<file path="src/hdl/bubble_loader_defs.svh">
`ifndef BUBBLE_LOADER_DEFS_SVH
`define BUBBLE_LOADER_DEFS_SVH

// Serial NOR flash READ instruction
`define LOADER_READ_OPCODE 8'h03

// One bubble page in flash
`define LOADER_PAGE_BYTES 128

// Whole bootloader region, spread over four flash pages
`define LOADER_BOOT_BYTES 480

// Bootloader starts right after the last bubble page
`define LOADER_BOOT_PAGE 12'h805

// Highest page a page load may name
`define LOADER_LAST_PAGE 12'h804

// Queue depth, also the credits the host starts with
`define LOADER_CREDITS 2

`endif

</file>
<file path="src/hdl/loader_cmd_pkg.sv">
package loader_cmd_pkg;

    // What a load command fetches
    typedef enum logic
    {
        LOAD_PAGE = 1'b0, // One 128-byte bubble page
        LOAD_BOOT = 1'b1  // The 480-byte bootloader
    } load_kind_t;

    // Host command, valid for a single cycle
    typedef struct packed
    {
        logic       valid;
        load_kind_t kind;
        logic [11:0] page; // Ignored for bootloader loads
    } load_cmd_t;

    // One returned credit per command, oldest first
    typedef struct packed
    {
        logic valid; // Single-cycle pulse
        logic error; // Command was rejected
    } credit_ret_t;

endpackage

</file>
<file path="src/hdl/spi_flash_pkg.sv">
package spi_flash_pkg;

    // Read request handed to the SPI engine
    typedef struct packed
    {
        logic [23:0] addr;  // Byte address in flash
        logic [10:0] words; // 2-bit buffer words to fill
    } flash_req_t;

    // Two MISO bits, oldest bit in position 1
    typedef struct packed
    {
        logic       valid;
        logic [1:0] bits;
    } bit_pair_t;

    // Write beat towards the bubble buffer RAM
    typedef struct packed
    {
        logic        strobe;
        logic [10:0] addr;
        logic [1:0]  data;
    } buf_write_t;

endpackage

</file>
<file path="src/hdl/bubble_loader_top.sv">
`timescale 1ns/100ps

module bubble_loader_top
(
    input  logic                        master_clock,
    input  logic                        rst_n,
    input  loader_cmd_pkg::load_cmd_t   cmd,
    input  logic [2:0]                  image_number,
    output loader_cmd_pkg::credit_ret_t credit,
    output logic                        spi_cs,
    output logic                        spi_clk,
    output logic                        spi_mosi,
    input  logic                        spi_miso,
    output spi_flash_pkg::buf_write_t   buf_wr
);
    import spi_flash_pkg::*;

    flash_req_t req;
    logic       req_valid;
    logic       req_ready;
    bit_pair_t  pair;
    logic       stream_end;
    logic       load_done;

    load_decode load_decode_inst
    (
        .master_clock (master_clock),
        .rst_n        (rst_n),
        .cmd          (cmd),
        .image_number (image_number),
        .req          (req),
        .req_valid    (req_valid),
        .req_ready    (req_ready),
        .load_done    (load_done),
        .credit       (credit)
    );

    spi_read_engine spi_read_engine_inst
    (
        .master_clock (master_clock),
        .rst_n        (rst_n),
        .req          (req),
        .req_valid    (req_valid),
        .req_ready    (req_ready),
        .spi_cs       (spi_cs),
        .spi_clk      (spi_clk),
        .spi_mosi     (spi_mosi),
        .spi_miso     (spi_miso),
        .pair         (pair),
        .stream_end   (stream_end)
    );

    buffer_writer buffer_writer_inst
    (
        .master_clock (master_clock),
        .rst_n        (rst_n),
        .pair         (pair),
        .stream_end   (stream_end),
        .buf_wr       (buf_wr),
        .load_done    (load_done)
    );

endmodule

</file>
<file path="src/hdl/buffer_writer.sv">
`timescale 1ns/100ps

module buffer_writer
(
    input  logic                      master_clock,
    input  logic                      rst_n,
    input  spi_flash_pkg::bit_pair_t  pair,
    input  logic                      stream_end,
    output spi_flash_pkg::buf_write_t buf_wr,
    output logic                      load_done
);
    logic        strobe;
    logic [10:0] wr_addr;
    logic [1:0]  wr_data;
    logic [10:0] next_addr; // Address of the next pair

    assign buf_wr.strobe = strobe;
    assign buf_wr.addr   = wr_addr;
    assign buf_wr.data   = wr_data;

    always_ff @(posedge master_clock or negedge rst_n)
    begin
        if (!rst_n)
        begin
            strobe    <= 1'b0;
            load_done <= 1'b0;
            next_addr <= 11'd0;
        end
        else
        begin
            strobe    <= pair.valid;
            load_done <= stream_end; // Last write is already out
            if (stream_end)
            begin
                next_addr <= 11'd0;  // Next load starts at zero
            end
            else if (pair.valid)
            begin
                next_addr <= next_addr + 11'd1;
            end
        end
    end

    always_ff @(posedge master_clock)
    begin
        if (pair.valid)
        begin
            wr_addr <= next_addr;
            wr_data <= pair.bits;
        end
    end

endmodule

</file>
<file path="src/hdl/load_decode.sv">
`timescale 1ns/100ps
`include "bubble_loader_defs.svh"

module load_decode
(
    input  logic                        master_clock,
    input  logic                        rst_n,
    input  loader_cmd_pkg::load_cmd_t   cmd,
    input  logic [2:0]                  image_number,
    output spi_flash_pkg::flash_req_t   req,
    output logic                        req_valid,
    input  logic                        req_ready,
    input  logic                        load_done,
    output loader_cmd_pkg::credit_ret_t credit
);
    import loader_cmd_pkg::*;
    import spi_flash_pkg::*;

    typedef struct packed
    {
        logic       reject;
        flash_req_t req;
    } queue_entry_t;

    queue_entry_t queue_mem [`LOADER_CREDITS];
    queue_entry_t new_entry;
    logic         wr_ptr;
    logic         rd_ptr;
    logic [1:0]   count;
    logic         head_issued; // Head is with the engine
    logic         is_boot;
    logic [11:0]  flash_page;
    logic         push;
    logic         pop;
    logic         reject_pop;

    assign is_boot    = (cmd.kind == LOAD_BOOT);
    assign flash_page = is_boot ? `LOADER_BOOT_PAGE : cmd.page;

    // Image in 21..19, page in 18..7, offset bits zero
    assign new_entry.reject    = !is_boot && (cmd.page > `LOADER_LAST_PAGE);
    assign new_entry.req.addr  = {2'b00, image_number, flash_page, 7'b000_0000};
    assign new_entry.req.words = is_boot ? 11'(`LOADER_BOOT_BYTES * 4)
                                         : 11'(`LOADER_PAGE_BYTES * 4); // Four words per byte

    assign push       = cmd.valid;
    assign reject_pop = (count != 2'd0) && queue_mem[rd_ptr].reject && !load_done; // Done wins
    assign pop        = load_done || reject_pop;

    assign req       = queue_mem[rd_ptr].req;
    assign req_valid = (count != 2'd0) && !queue_mem[rd_ptr].reject && !head_issued;

    always_ff @(posedge master_clock)
    begin
        if (push)
        begin
            queue_mem[wr_ptr] <= new_entry;
        end
    end

    always_ff @(posedge master_clock or negedge rst_n)
    begin
        if (!rst_n)
        begin
            wr_ptr      <= 1'b0;
            rd_ptr      <= 1'b0;
            count       <= 2'd0;
            head_issued <= 1'b0;
            credit      <= '0;
        end
        else
        begin
            if (push)
            begin
                wr_ptr <= ~wr_ptr;
            end
            if (pop)
            begin
                rd_ptr <= ~rd_ptr;
            end
            count <= count + {1'b0, push} - {1'b0, pop};
            if (pop)
            begin
                head_issued <= 1'b0;
            end
            else if (req_valid && req_ready)
            begin
                head_issued <= 1'b1;
            end
            credit.valid <= pop;        // One credit per retired entry
            credit.error <= reject_pop;
        end
    end

endmodule

</file>
<file path="src/hdl/spi_read_engine.sv">
`timescale 1ns/100ps
`include "bubble_loader_defs.svh"

module spi_read_engine
(
    input  logic                      master_clock,
    input  logic                      rst_n,
    input  spi_flash_pkg::flash_req_t req,
    input  logic                      req_valid,
    output logic                      req_ready,
    output logic                      spi_cs,
    output logic                      spi_clk,
    output logic                      spi_mosi,
    input  logic                      spi_miso,
    output spi_flash_pkg::bit_pair_t  pair,
    output logic                      stream_end
);
    typedef enum logic [2:0]
    {
        ST_IDLE,
        ST_SETUP,
        ST_CMD,
        ST_DATA,
        ST_END
    } state_t;

    state_t      state;
    logic [5:0]  phase;      // Half-bit counter
    logic [31:0] shift_reg;  // Opcode and address, MSB first
    logic [10:0] words_left;
    logic        first_bit;
    logic        pair_valid;
    logic [1:0]  pair_bits;

    assign req_ready  = (state == ST_IDLE);
    assign spi_mosi   = shift_reg[31];
    assign pair.valid = pair_valid;
    assign pair.bits  = pair_bits;

    always_ff @(posedge master_clock or negedge rst_n)
    begin
        if (!rst_n)
        begin
            state      <= ST_IDLE;
            phase      <= 6'd0;
            spi_cs     <= 1'b1;
            spi_clk    <= 1'b1;
            pair_valid <= 1'b0;
            stream_end <= 1'b0;
        end
        else
        begin
            pair_valid <= 1'b0;
            stream_end <= 1'b0;
            case (state)
                ST_IDLE:
                begin
                    spi_cs  <= 1'b1;
                    spi_clk <= 1'b1; // Mode 3 idles high
                    if (req_valid)
                    begin
                        state <= ST_SETUP;
                    end
                end
                ST_SETUP:
                begin
                    spi_cs <= 1'b0;
                    phase  <= 6'd0;
                    state  <= ST_CMD;
                end
                ST_CMD:
                begin
                    spi_clk <= ~spi_clk;
                    phase   <= phase + 6'd1;
                    if (phase == 6'd63)
                    begin
                        state <= ST_DATA; // Phase wraps to zero
                    end
                end
                ST_DATA:
                begin
                    spi_clk <= ~spi_clk;
                    phase   <= phase + 6'd1;
                    if (phase[1:0] == 2'd3)
                    begin
                        pair_valid <= 1'b1;
                        if (words_left == 11'd1)
                        begin
                            state <= ST_END;
                        end
                    end
                end
                ST_END:
                begin
                    spi_cs     <= 1'b1;
                    stream_end <= 1'b1;
                    state      <= ST_IDLE;
                end
                default:
                begin
                    state <= ST_IDLE;
                end
            endcase
        end
    end

    // Rising spi_clk falls on odd phases, so MISO is sampled there
    always_ff @(posedge master_clock)
    begin
        case (state)
            ST_IDLE:
            begin
                if (req_valid)
                begin
                    shift_reg  <= {`LOADER_READ_OPCODE, req.addr};
                    words_left <= req.words;
                end
            end
            ST_CMD:
            begin
                if (spi_clk && (phase != 6'd0))
                begin
                    shift_reg <= shift_reg << 1; // Next bit on falling edge
                end
            end
            ST_DATA:
            begin
                if (phase[1:0] == 2'd1)
                begin
                    first_bit <= spi_miso;
                end
                if (phase[1:0] == 2'd3)
                begin
                    pair_bits  <= {first_bit, spi_miso};
                    words_left <= words_left - 11'd1;
                end
            end
            default:
            begin
                first_bit <= first_bit;
            end
        endcase
    end

endmodule

</file>
<file path="config.mk">
export PLATFORM = sky130hd
export DESIGN_NAME = bubble_loader_top
export DESIGN_NICKNAME = d
export VERILOG_FILES = /design/src/hdl/loader_cmd_pkg.sv /design/src/hdl/spi_flash_pkg.sv /design/src/hdl/bubble_loader_top.sv /design/src/hdl/buffer_writer.sv /design/src/hdl/load_decode.sv /design/src/hdl/spi_read_engine.sv
export VERILOG_INCLUDE_DIRS = /design/src /design/src/hdl
export SDC_FILE = /design/constraint.sdc
export NUM_CORES = 1
export LEC_CHECK = 0
export BUFFER_PORTS_ARGS = -buffer_cell sky130_fd_sc_hd__clkbuf_2
export CAP_MARGIN = 15
export CORE_ASPECT_RATIO = 1.1
export CORE_UTILIZATION = 64
export CTS_CLUSTER_DIAMETER = 80
export DETAILED_ROUTE_END_ITERATION = 6
export MAX_ROUTING_LAYER = met4
export PLACE_DENSITY = 0.93
export SLEW_MARGIN = 25
export SYNTH_ARGS = -nofsm -noshare
export SYNTH_HDL_FRONTEND = slang
export SYNTH_SLANG_ARGS = --single-unit
</file>
<file path="constraint.sdc">
create_clock -name master_clock -period 5.24 [get_ports master_clock]
set_input_delay 1.048 -clock master_clock [delete_from_list [all_inputs] [get_ports master_clock]]
set_output_delay 1.048 -clock master_clock [all_outputs]
set_load 0.005 [all_outputs]
</file>
==> results of run 1 <==
-- layout make-up --
cell class | instances | area (um2)
clock buffers | 18 | 418
clock inverters | 14 | 174
fillers | 401 | 1670
inverters | 11 | 41.3
multi-input cells | 212 | 1410
flip-flops and latches | 119 | 3410
well taps | 87 | 109
repair buffers | 40 | 205
-- cells by family after synthesis --
logic type / Yosys count / share of synthesized area [%]
adder cells (fa/ha/maj): 8 / 2.04
buffers and inverters: 26 / 2.24
XOR/XNOR: 20 / 3.57
AO/OA/AOI/OAI: 46 / 5.50
flip-flops: 119 / 69.5
AND/OR/NAND/NOR: 117 / 12.9
multiplexers: 21 / 4.33
-- power by group --
part | internal (uW) | switching [uW]
clock | 727 | 426
combinational | 282 | 437
sequential | 1380 | 205
-- Yosys cell counts (4+ instances only) --
cell      number
a21oi_1        7
o21ai_0       25
edfxtp_1      86
xor2_1         5
and2_1        10
or3_1          6
clkbuf_1       7
nand3_1        6
or2_2          4
and3_1         4
nor3_1         9
nor4_1         6
inv_1         11
mux2i_1       19
dfrtp_1       31
buf_2          4
nor2b_1       14
nor2_1        23
nand2_1       26
xnor2_1       15
ha_1           8
-- metal layers --
metal | routed length, um | global-route usage (%)
met5 | 0 | -
met4 | 131 | 9.17
met3 | 441 | 10.3
met2 | 4700 | 39.9
met1 | 3690 | 29.3
-- stage by stage --
step	util [%]	hold WS, ps	total power (uW)	setup WS (ps)
3_3_place_gp	69.5	406	2200	2530
3_5_place_dp	69.5	411	2270	2410
2_1_floorplan	-	400	2050	1920
6_report	77.6	422	3450	2420
5_1_grt	77.6	431	3610	2240
4_1_cts	77.4	425	3460	2410
-- final timing paths --
| kind | endpoint | from | cells past startpoint |
|---|---|---|---|
| worst min register to register | spi_read_engine_inst.pair_bits[1] | spi_read_engine_inst.first_bit | 0 |
| max in group asynchronous | buffer_writer_inst.next_addr[9] | rst_n | 1 |
| worst max-delay path | load_decode_inst.count[1] | load_decode_inst.rd_ptr | 9 |
| worst max register to register | load_decode_inst.count[1] | load_decode_inst.rd_ptr | 9 |
| min in group asynchronous | buffer_writer_inst.next_addr[1] | rst_n | 1 |
| worst min-delay path | spi_read_engine_inst.pair_bits[1] | spi_read_engine_inst.first_bit | 0 |
==> results.yml, run 1 <==
logic_synthesis:
  netlist.top_cell.by_area: "edfxtp_1"
  synth.top_cell.area_share_pct: 52.6
  synth-main-ff-cell: "edfxtp_1"
  ys_seq_elements: 119
  yosys_warnings: 0
  synthTopCellsByArea: "edfxtp_1 (53%), dfrtp_1 (16%), mux2i_1 (3.9%)"
  synthArstFlopShare_pct: 27.7
  post_synth.cell_area_avg_um2: 13.8
  synth_area_um2: 4910
  number_of_flops_mapped_to_enable_cells_by_yosys: 86
  post_synth_num_cell_types: 46
  syn_nets: 385
  synthesis.instances: 357
  ys_seq_area_share_pct: 69.5
floorplan:
  num_io_pins: 39
  floorplan.die.width_um: 85.5
  design.core.area_um2: 7430
  start_util_pct: 66.1
  floorplan.die_area_um2: 8030
  floorplan.rows: 33
  die_h_um: 93.9
timing:
  layout_worst_path_cycle_share_pct: 53.8
  max_slew.worst_pin.slew_ps: 901
  setup_viol_count_final: 0
  final.setup.tns_ps: 0
  timing.slew.headroom_pct: 39.9
  period_needed_ps: 2820
  max_freq_ghz: 0.355
  maxSlewViolCount: 0
  finalClockSkew_ps: 8.25
  setup_repair_after_global_routing_missed_its_margin: "no"
  hold_viol: 0
setup_path:
  crit_type: "flip-flop to flip-flop"
  critical-path-top-delay-family: "flip-flops"
  timing.reg2reg.setup_slack_ps: 2420
  timing.critical_path.to_type: "flip-flop"
  crit_chain: "mux2_1 -> nor2b_1 -> nor2_1 -> inv_1 -> ha_1 -> inv_1 -> ha_1 -> xnor2_1 -> xnor2_1"
  crit_fanout: 18
  arrival_ps: 3260
  timing.critical_path.from_type: "flip-flop"
  critPathBufInv: 2
  cp_data_required_time_ps: 5680
  critPathMaxStageDelay_ps: 930
  worst_path_max_delay_cell: "dfrtp_1"
finish:
  area_delta_synth_final_pct: 17.4
  final_design_instance_area_without_fill_um2: 5760
  final_cell_count_no_fill: 501
  layout.nets: 429
  layout-drive-gt1-share_pct: 21.5
  most-common-layout-cells: "edfxtp_1 (86), clkbuf_2 (38), dfrtp_1 (31)"
  layout_commonest_cell: "edfxtp_1"
  antenna_cells_inserted: 0
  flip_flop_count_of_the_largest_register_after_layout: 34
clock_network:
  clkLatencyLatePin_ps: 530
  clock_tree_from_tritoncts: "done"
  tritoncts.num_buffers: 17
  clk_root_buffer_cell: "clkbuf_8"
  clkSlewWorstSetupHoldPaths_ps: 60
  cts.hold.buffers_added: 0
  cts_resized: 0
  post-cts-setup-buffer-count: 0
  number_of_levels_in_the_clock_h_tree: 4
  clk_path_buf_depth: 2
  cts_num_sinks: 119
routing:
  routed_wire_length_per_instance_um: 17.9
  vias_per_cell: 5.84
  number_of_routed_nets_with_antenna_violations: 0
  route.vias.total: 2924
  pre_repair_dr_iteration_count: 5
  dr.first_iter.drc_count: 235
  routed_wirelength_mm: 8.96
  drcViolationCount: 0
pwr:
  max_vdd_drop_mv: 0.379
  cellLeakagePower_uw: 0.00225
  pwr_per_cell_area_nw_per_um2: 599
grt:
  antenna_found_initial: 0
  wire_length_of_the_first_global_routing_pass_mm: 14.1
  grt_max_degree: 38
  first_global_vias: 2874
  grt.overflow.total: 0
  total_routing_usage_reported_by_global_routing_pct: 25.2
placed_design:
  dp_hpwl_mm: 5.20
  final_weighted_congestion_in_routability_driven_placement: 0.772
  place.port_buffers: 38
  placed_cells: 469
  dpl_cell_area_um2: 5160
hold_path:
  worstHoldPathType: "flip-flop to flip-flop"
status:
  run_status: "completed"
flow_run:
  cap_violations: 0
Power figures use the tool's default switching activity.
==> run 2, diff against run 1 <==
--- a/config.mk
+++ b/config.mk
@@ -6,14 +6,15 @@
 export SDC_FILE = /design/constraint.sdc
 export NUM_CORES = 1
 export LEC_CHECK = 0
+export ABC_AREA = 1
 export BUFFER_PORTS_ARGS = -buffer_cell sky130_fd_sc_hd__clkbuf_2
 export CAP_MARGIN = 15
 export CORE_ASPECT_RATIO = 1.1
-export CORE_UTILIZATION = 64
+export CORE_UTILIZATION = 54
 export CTS_CLUSTER_DIAMETER = 80
 export DETAILED_ROUTE_END_ITERATION = 6
 export MAX_ROUTING_LAYER = met4
-export PLACE_DENSITY = 0.93
+export PLACE_DENSITY = 0.85
 export SLEW_MARGIN = 25
 export SYNTH_ARGS = -nofsm -noshare
 export SYNTH_HDL_FRONTEND = slang
==> constraint.sdc (replaced) <==
create_clock -name master_clock -period 2.3 [get_ports master_clock]
set_input_delay 0.46 -clock master_clock [delete_from_list [all_inputs] [get_ports master_clock]]
set_output_delay 0.46 -clock master_clock [all_outputs]
set_load 0.005 [all_outputs]
==> results.yml, run 2 <==
status:
  run_status: "completed"
setup_path:
  crit_end: "spi_read_engine_inst.words_left[5]"
  timing.critical_path.from_type: "flip-flop"
  arrival_ps: 2150
  crit_start: "spi_read_engine_inst.state[2]"
  critPathBufInv: 0
  timing.reg2reg.setup_slack_ps: 300
  cp_data_required_time_ps: 2450
  critPathMaxStageDelay_ps: 500
  crit_type: "flip-flop to flip-flop"
  worst_path_max_delay_cell: "o21a_1"
  worst_r2r_startpoint: "spi_read_engine_inst.state[2]"
  crit_fanout: 11
  number_of_logic_stages_on_the_critical_path_including_buffering: 4
  critical-path-top-delay-family: "simple AND/OR/NAND/NOR gates"
  timing.rr.end: "spi_read_engine_inst.words_left[5]"
  r2r_cells: 4
  timing.critical_path.to_type: "flip-flop"
  crit_chain: "nor2_4 -> nand2_1 -> nor2_1 -> o21a_1"
logic_synthesis:
  post_synth_num_cell_types: 32
  synth-adder-area-share_pct: 2.01
  multiplexer_share_of_the_synthesized_area_pct: 0
  syn_nets: 486
  post_synth_and_or_nand_nor_area_fraction_pct: 15.9
  synth-compound-area-share_pct: 6.22
  synth.top_cell.area_share_pct: 51.7
  synth.cells.most_frequent: "edfxtp_1 (86), nand2_1 (82), inv_1 (67), nor2_1 (67), dfrtp_1 (31)"
  synth_area_um2: 4990
  number_of_flops_mapped_to_enable_cells_by_yosys: 86
  synthMostInstantiatedCell: "edfxtp_1"
  ys_seq_area_share_pct: 68.3
  synth-main-ff-cell: "edfxtp_1"
  ys_seq_elements: 119
  post_synth_xor_area_fraction_pct: 1.05
  synthTopCellsByArea: "edfxtp_1 (52%), dfrtp_1 (16%), nand2_1 (6.2%)"
  main_combinational_cell_family_by_area_after_synthesis: "simple AND/OR/NAND/NOR gates"
  netlist.top_cell.by_area: "edfxtp_1"
  synthesis.instances: 458
  post_synth.cell_area_avg_um2: 10.9
  yosys_warnings: 0
  synthArstFlopShare_pct: 27.7
timing:
  timing.slew.headroom_pct: 43.1
  setup_repair_after_global_routing_missed_its_margin: "no"
  setup_viol_count_final: 0
  finalClockSkew_ps: 10.4
  max_slew.worst_pin.slew_ps: 854
  period_needed_ps: 2000
  final.setup.tns_ps: 0
  hold_viol: 0
  layout_worst_path_cycle_share_pct: 87.2
  maxSlewViolCount: 0
  max_freq_ghz: 0.499
grt:
  grt.overflow.total: 0
  antenna_found_initial: 0
  total_routing_usage_reported_by_global_routing_pct: 21.7
  first_global_vias: 3255
  wire_length_of_the_first_global_routing_pass_mm: 14.9
  grt_max_degree: 42
routing:
  routed_wirelength_mm: 8.98
  drcViolationCount: 0
  number_of_routed_nets_with_antenna_violations: 0
  vias_per_cell: 5.20
  pre_repair_dr_iteration_count: 4
  routed_wire_length_per_instance_um: 14.1
  route.vias.total: 3315
  dr.first_iter.drc_count: 224
clock_network:
  post-cts-setup-buffer-count: 0
  cts.hold.buffers_added: 0
  number_of_levels_in_the_clock_h_tree: 4
  cts_resized: 0
  clk_path_buf_depth: 2
  tritoncts.num_buffers: 17
  clkLatencyLatePin_ps: 520
  cts_num_sinks: 119
  clkSlewWorstSetupHoldPaths_ps: 60
  clk_root_buffer_cell: "clkbuf_8"
  clock_tree_from_tritoncts: "done"
finish:
  register_area_um2: 3410
  area_of_combinational_cells_with_multiple_inputs_um2: 1270
  area_delta_synth_final_pct: 18.5
  flip_flop_count_of_the_largest_register_after_layout: 34
  most-common-layout-cells: "edfxtp_1 (86), nand2_1 (82), inv_1 (67), nor2_1 (67), clkbuf_2 (38)"
  layout.nets: 539
  layout_commonest_cell: "edfxtp_1"
  layout-drive-gt1-share_pct: 16.4
  final_design_instance_area_without_fill_um2: 5920
  n_fill_cell: 635
  antenna_cells_inserted: 0
floorplan:
  die_h_um: 103
  design.core.area_um2: 8920
  start_util_pct: 56.0
  num_io_pins: 39
  floorplan.die.width_um: 93.7
  floorplan.rows: 36
  floorplan.die_area_um2: 9630
pwr:
  pwr_per_cell_area_nw_per_um2: 1360
  max_vdd_drop_mv: 0.678
  cellLeakagePower_uw: 0.00258
placed_design:
  final_weighted_congestion_in_routability_driven_placement: 0.822
  dpl_cell_area_um2: 5320
  place.port_buffers: 38
  dp_hpwl_mm: 5.94
hold_path:
  worstHoldPathType: "input pin to async pin"
flow_run:
  cap_violations: 0
[run 2: worst register-to-register path, stage by stage, from the launching register on]
cell and delay, ps:
dfrtp_1 430, nor2_4 270, nand2_1 130, nor2_1 310
o21a_1 500
[run 2: stage by stage]
step / hold WS (ps) / std cells / util [%] / power [uW] / worst slack [ps]
after global placement: 402 / 605 / 59.7 / 5300 / 188
after floorplan: 164 / 458 / - / 4880 / 283
after global routing: 102 / 638 / 66.3 / 8510 / 135
after CTS: 53.3 / 637 / 66.2 / 8070 / 71.1
final: 50.5 / 638 / 66.3 / 8050 / 295
after detailed placement: 398 / 605 / 59.7 / 5450 / 75.8
[run 2: area by class of cell]
class / count / share of cell area (%)
clock buffers: 23 / 7.72
clock inverters: 9 / 2.12
inverters: 72 / 4.63
multi-input cells: 257 / 21.4
flip-flops and latches: 119 / 57.7
well taps: 114 / 2.41
repair buffers: 44 / 4.04
[run 2: how the worst min path moves through the flow]
stage                                    startpoint                              end  slack, ps  depth (start not counted)
floorplan                                     rst_n     buffer_writer_inst.load_done        160                          0
global placement    spi_read_engine_inst.stream_end     buffer_writer_inst.load_done        400                          0
detailed placement  spi_read_engine_inst.stream_end     buffer_writer_inst.load_done        400                          0
CTS                                           rst_n  spi_read_engine_inst.pair_valid         50                          1
global route                                  rst_n  spi_read_engine_inst.pair_valid        100                          1
finish                                        rst_n  buffer_writer_inst.next_addr[4]         50                          1
[run 2: cells by family (layout without fill, tap and decap cells)]
kind of cell / after synthesis / after routing
simple gates: 188 / 188
compound gates: 55 / 55
xor+xnor: 6 / 6
buf+inv: 82 / 148
flops: 119 / 119
fa+ha+maj: 8 / 8
[run 2: per-layer routing]
layer | global-route usage (%) | part of all wire, % | up-vias
met3 | 5.53 | 5.0 | 13
met2 | 38.0 | 55 | 110
li1 | - | - | 1626
met4 | 10.8 | 1.4 | 0
met5 | - | 0 | -
met1 | 22.9 | 39 | 1566
[run 2: power by group]
part           internal (uW)  leakage (uW)  switching (uW)  total [uW]
sequential              3180       0.00125             294        3480
combinational            637       0.00105            1360        2000
clock                   1700      0.000282             876        2570
total                   5520       0.00258            2530        8050
==> run 3, diff against run 2 <==
--- a/config.mk
+++ b/config.mk
@@ -15,6 +15,7 @@
 export DETAILED_ROUTE_END_ITERATION = 6
 export MAX_ROUTING_LAYER = met4
 export PLACE_DENSITY = 0.85
+export RECOVER_POWER = 100
 export SLEW_MARGIN = 25
 export SYNTH_ARGS = -nofsm -noshare
 export SYNTH_HDL_FRONTEND = slang
==> results.yml, run 3 (synthesis gave the netlist of run 2 again) <==
clock_network:
  clkLatencyLatePin_ps: 510
  cts.hold.buffers_added: 0
  clk_path_buf_depth: 2
  clock_tree_from_tritoncts: "done"
  tritoncts.num_buffers: 17
  post-cts-setup-buffer-count: 0
  clkSlewWorstSetupHoldPaths_ps: 60
  clk_root_buffer_cell: "clkbuf_8"
  cts_resized: 0
  number_of_levels_in_the_clock_h_tree: 4
  cts_num_sinks: 119
setup_path:
  timing.rr.end: "spi_read_engine_inst.words_left[6]"
  timing.reg2reg.setup_slack_ps: 310
  timing.critical_path.from_type: "flip-flop"
  arrival_ps: 2140
  worst_r2r_startpoint: "spi_read_engine_inst.state[2]"
  crit_type: "flip-flop to flip-flop"
  timing.critical_path.to_type: "flip-flop"
  r2r_cells: 4
  crit_start: "spi_read_engine_inst.state[2]"
  crit_fanout: 11
  cp_data_required_time_ps: 2440
status:
  run_status: "finished, violations left"
  failed_checks: "max-capacitance violations, max-slew violations"
finish:
  flip_flop_count_of_the_largest_register_after_layout: 34
  area_delta_synth_final_pct: 17.4
  most-common-layout-cells: "edfxtp_1 (86), nand2_1 (82), inv_1 (69)"
  n_fill_cell: 648
  final_design_instance_area_without_fill_um2: 5860
  layout_commonest_cell: "edfxtp_1"
  antenna_cells_inserted: 0
  layout.nets: 539
  layout-drive-gt1-share_pct: 11.6
  finalCoreUtilization_pct: 65.7
floorplan:
  floorplan.die_area_um2: 9630
  floorplan.rows: 36
  start_util_pct: 56.0
  num_io_pins: 39
  floorplan.die.width_um: 93.7
  die_h_um: 103
  design.core.area_um2: 8920
pwr:
  max_vdd_drop_mv: 0.667
  pwr_per_cell_area_nw_per_um2: 1360
  cellLeakagePower_uw: 0.00250
placed_design:
  final_weighted_congestion_in_routability_driven_placement: 0.822
  dpl_cell_area_um2: 5320
  place.port_buffers: 38
  dp_hpwl_mm: 5.94
hold_path:
  worstHoldPathType: "input pin to flip-flop"
  worstHoldEndpoint: "load_decode_inst.queue_mem[1][23]"
  min-delay-start: "image_number[0]"
  hold_critical_path_depth: 1
timing:
  setup_viol_count_final: 0
  max_slew.worst_pin.slew_ps: 1830
  timing.slew.headroom_pct: -21.9
  period_needed_ps: 1990
  setup_repair_after_global_routing_missed_its_margin: "no"
  finalClockSkew_ps: 7.56
  hold_viol: 0
  layout_worst_path_cycle_share_pct: 86.7
  final.setup.tns_ps: 0
  maxSlewViolCount: 34
  max_freq_ghz: 0.502
routing:
  routed_wire_length_per_instance_um: 14.1
  vias_per_cell: 5.13
  route.vias.total: 3270
  drcViolationCount: 0
  routed_wirelength_mm: 9.02
  pre_repair_dr_iteration_count: 4
  number_of_routed_nets_with_antenna_violations: 0
  dr.first_iter.drc_count: 231
grt:
  wire_length_of_the_first_global_routing_pass_mm: 14.9
  antenna_found_initial: 0
  total_routing_usage_reported_by_global_routing_pct: 21.7
  grt_max_degree: 42
  grt.overflow.total: 0
  first_global_vias: 3255
flow_run:
  cap_violations: 1
[run 3: layout make-up]
cell class	count	area, um2	area share, %
sequential	119	3410	58.2
multi-input combinational	257	1240	21.2
clock buffer	23	457	7.79
inverter	72	274	4.68
timing repair buffer	44	209	3.57
tap	114	143	2.43
clock inverter	9	125	2.13
[run 3: worst max-delay path, stage by stage, from the launching register on]
cell and delay (ps):
dfrtp_1 430, nor2_4 280, nand2_1 130, nor2_1 290, o21a_1 500
[run 3: metrics by stage]
stage	instances	power, uW	hold slack [ps]	setup slack, ps
finish	638	7980	144	307
floorplan	458	4880	164	283
global placement	605	5300	402	188
CTS	637	8070	53.3	71.1
detailed placement	605	5450	398	75.8
global route	638	8440	117	135
[run 3: report_power, final]
part / internal (uW) / switching, uW / leakage (uW)
Clock: 1700 / 866 / 0.000282
Combinational: 603 / 1340 / 0.000971
Sequential: 3180 / 292 / 0.00125
Total: 5480 / 2500 / 0.00250
[run 3: how the worst max path moves through the flow]
stage                                         end  slack [ps]  cells past startpoint
2_1_floorplan  spi_read_engine_inst.shift_reg[10]         280                      8
5_1_grt        spi_read_engine_inst.words_left[2]         130                      4
3_5_place_dp   spi_read_engine_inst.shift_reg[17]          80                      7
3_3_place_gp   spi_read_engine_inst.shift_reg[20]         190                      7
4_1_cts        spi_read_engine_inst.shift_reg[28]          70                      7
6_report       spi_read_engine_inst.words_left[6]         310                      4
[run 3: per-layer routing]
layer	vias up	share of wire [%]	track usage (%)
met2	90	55	38.0
li1	1624	-	-
met5	-	0	-
met4	0	0.84	10.8
met1	1548	40	22.9
met3	8	4.7	5.53
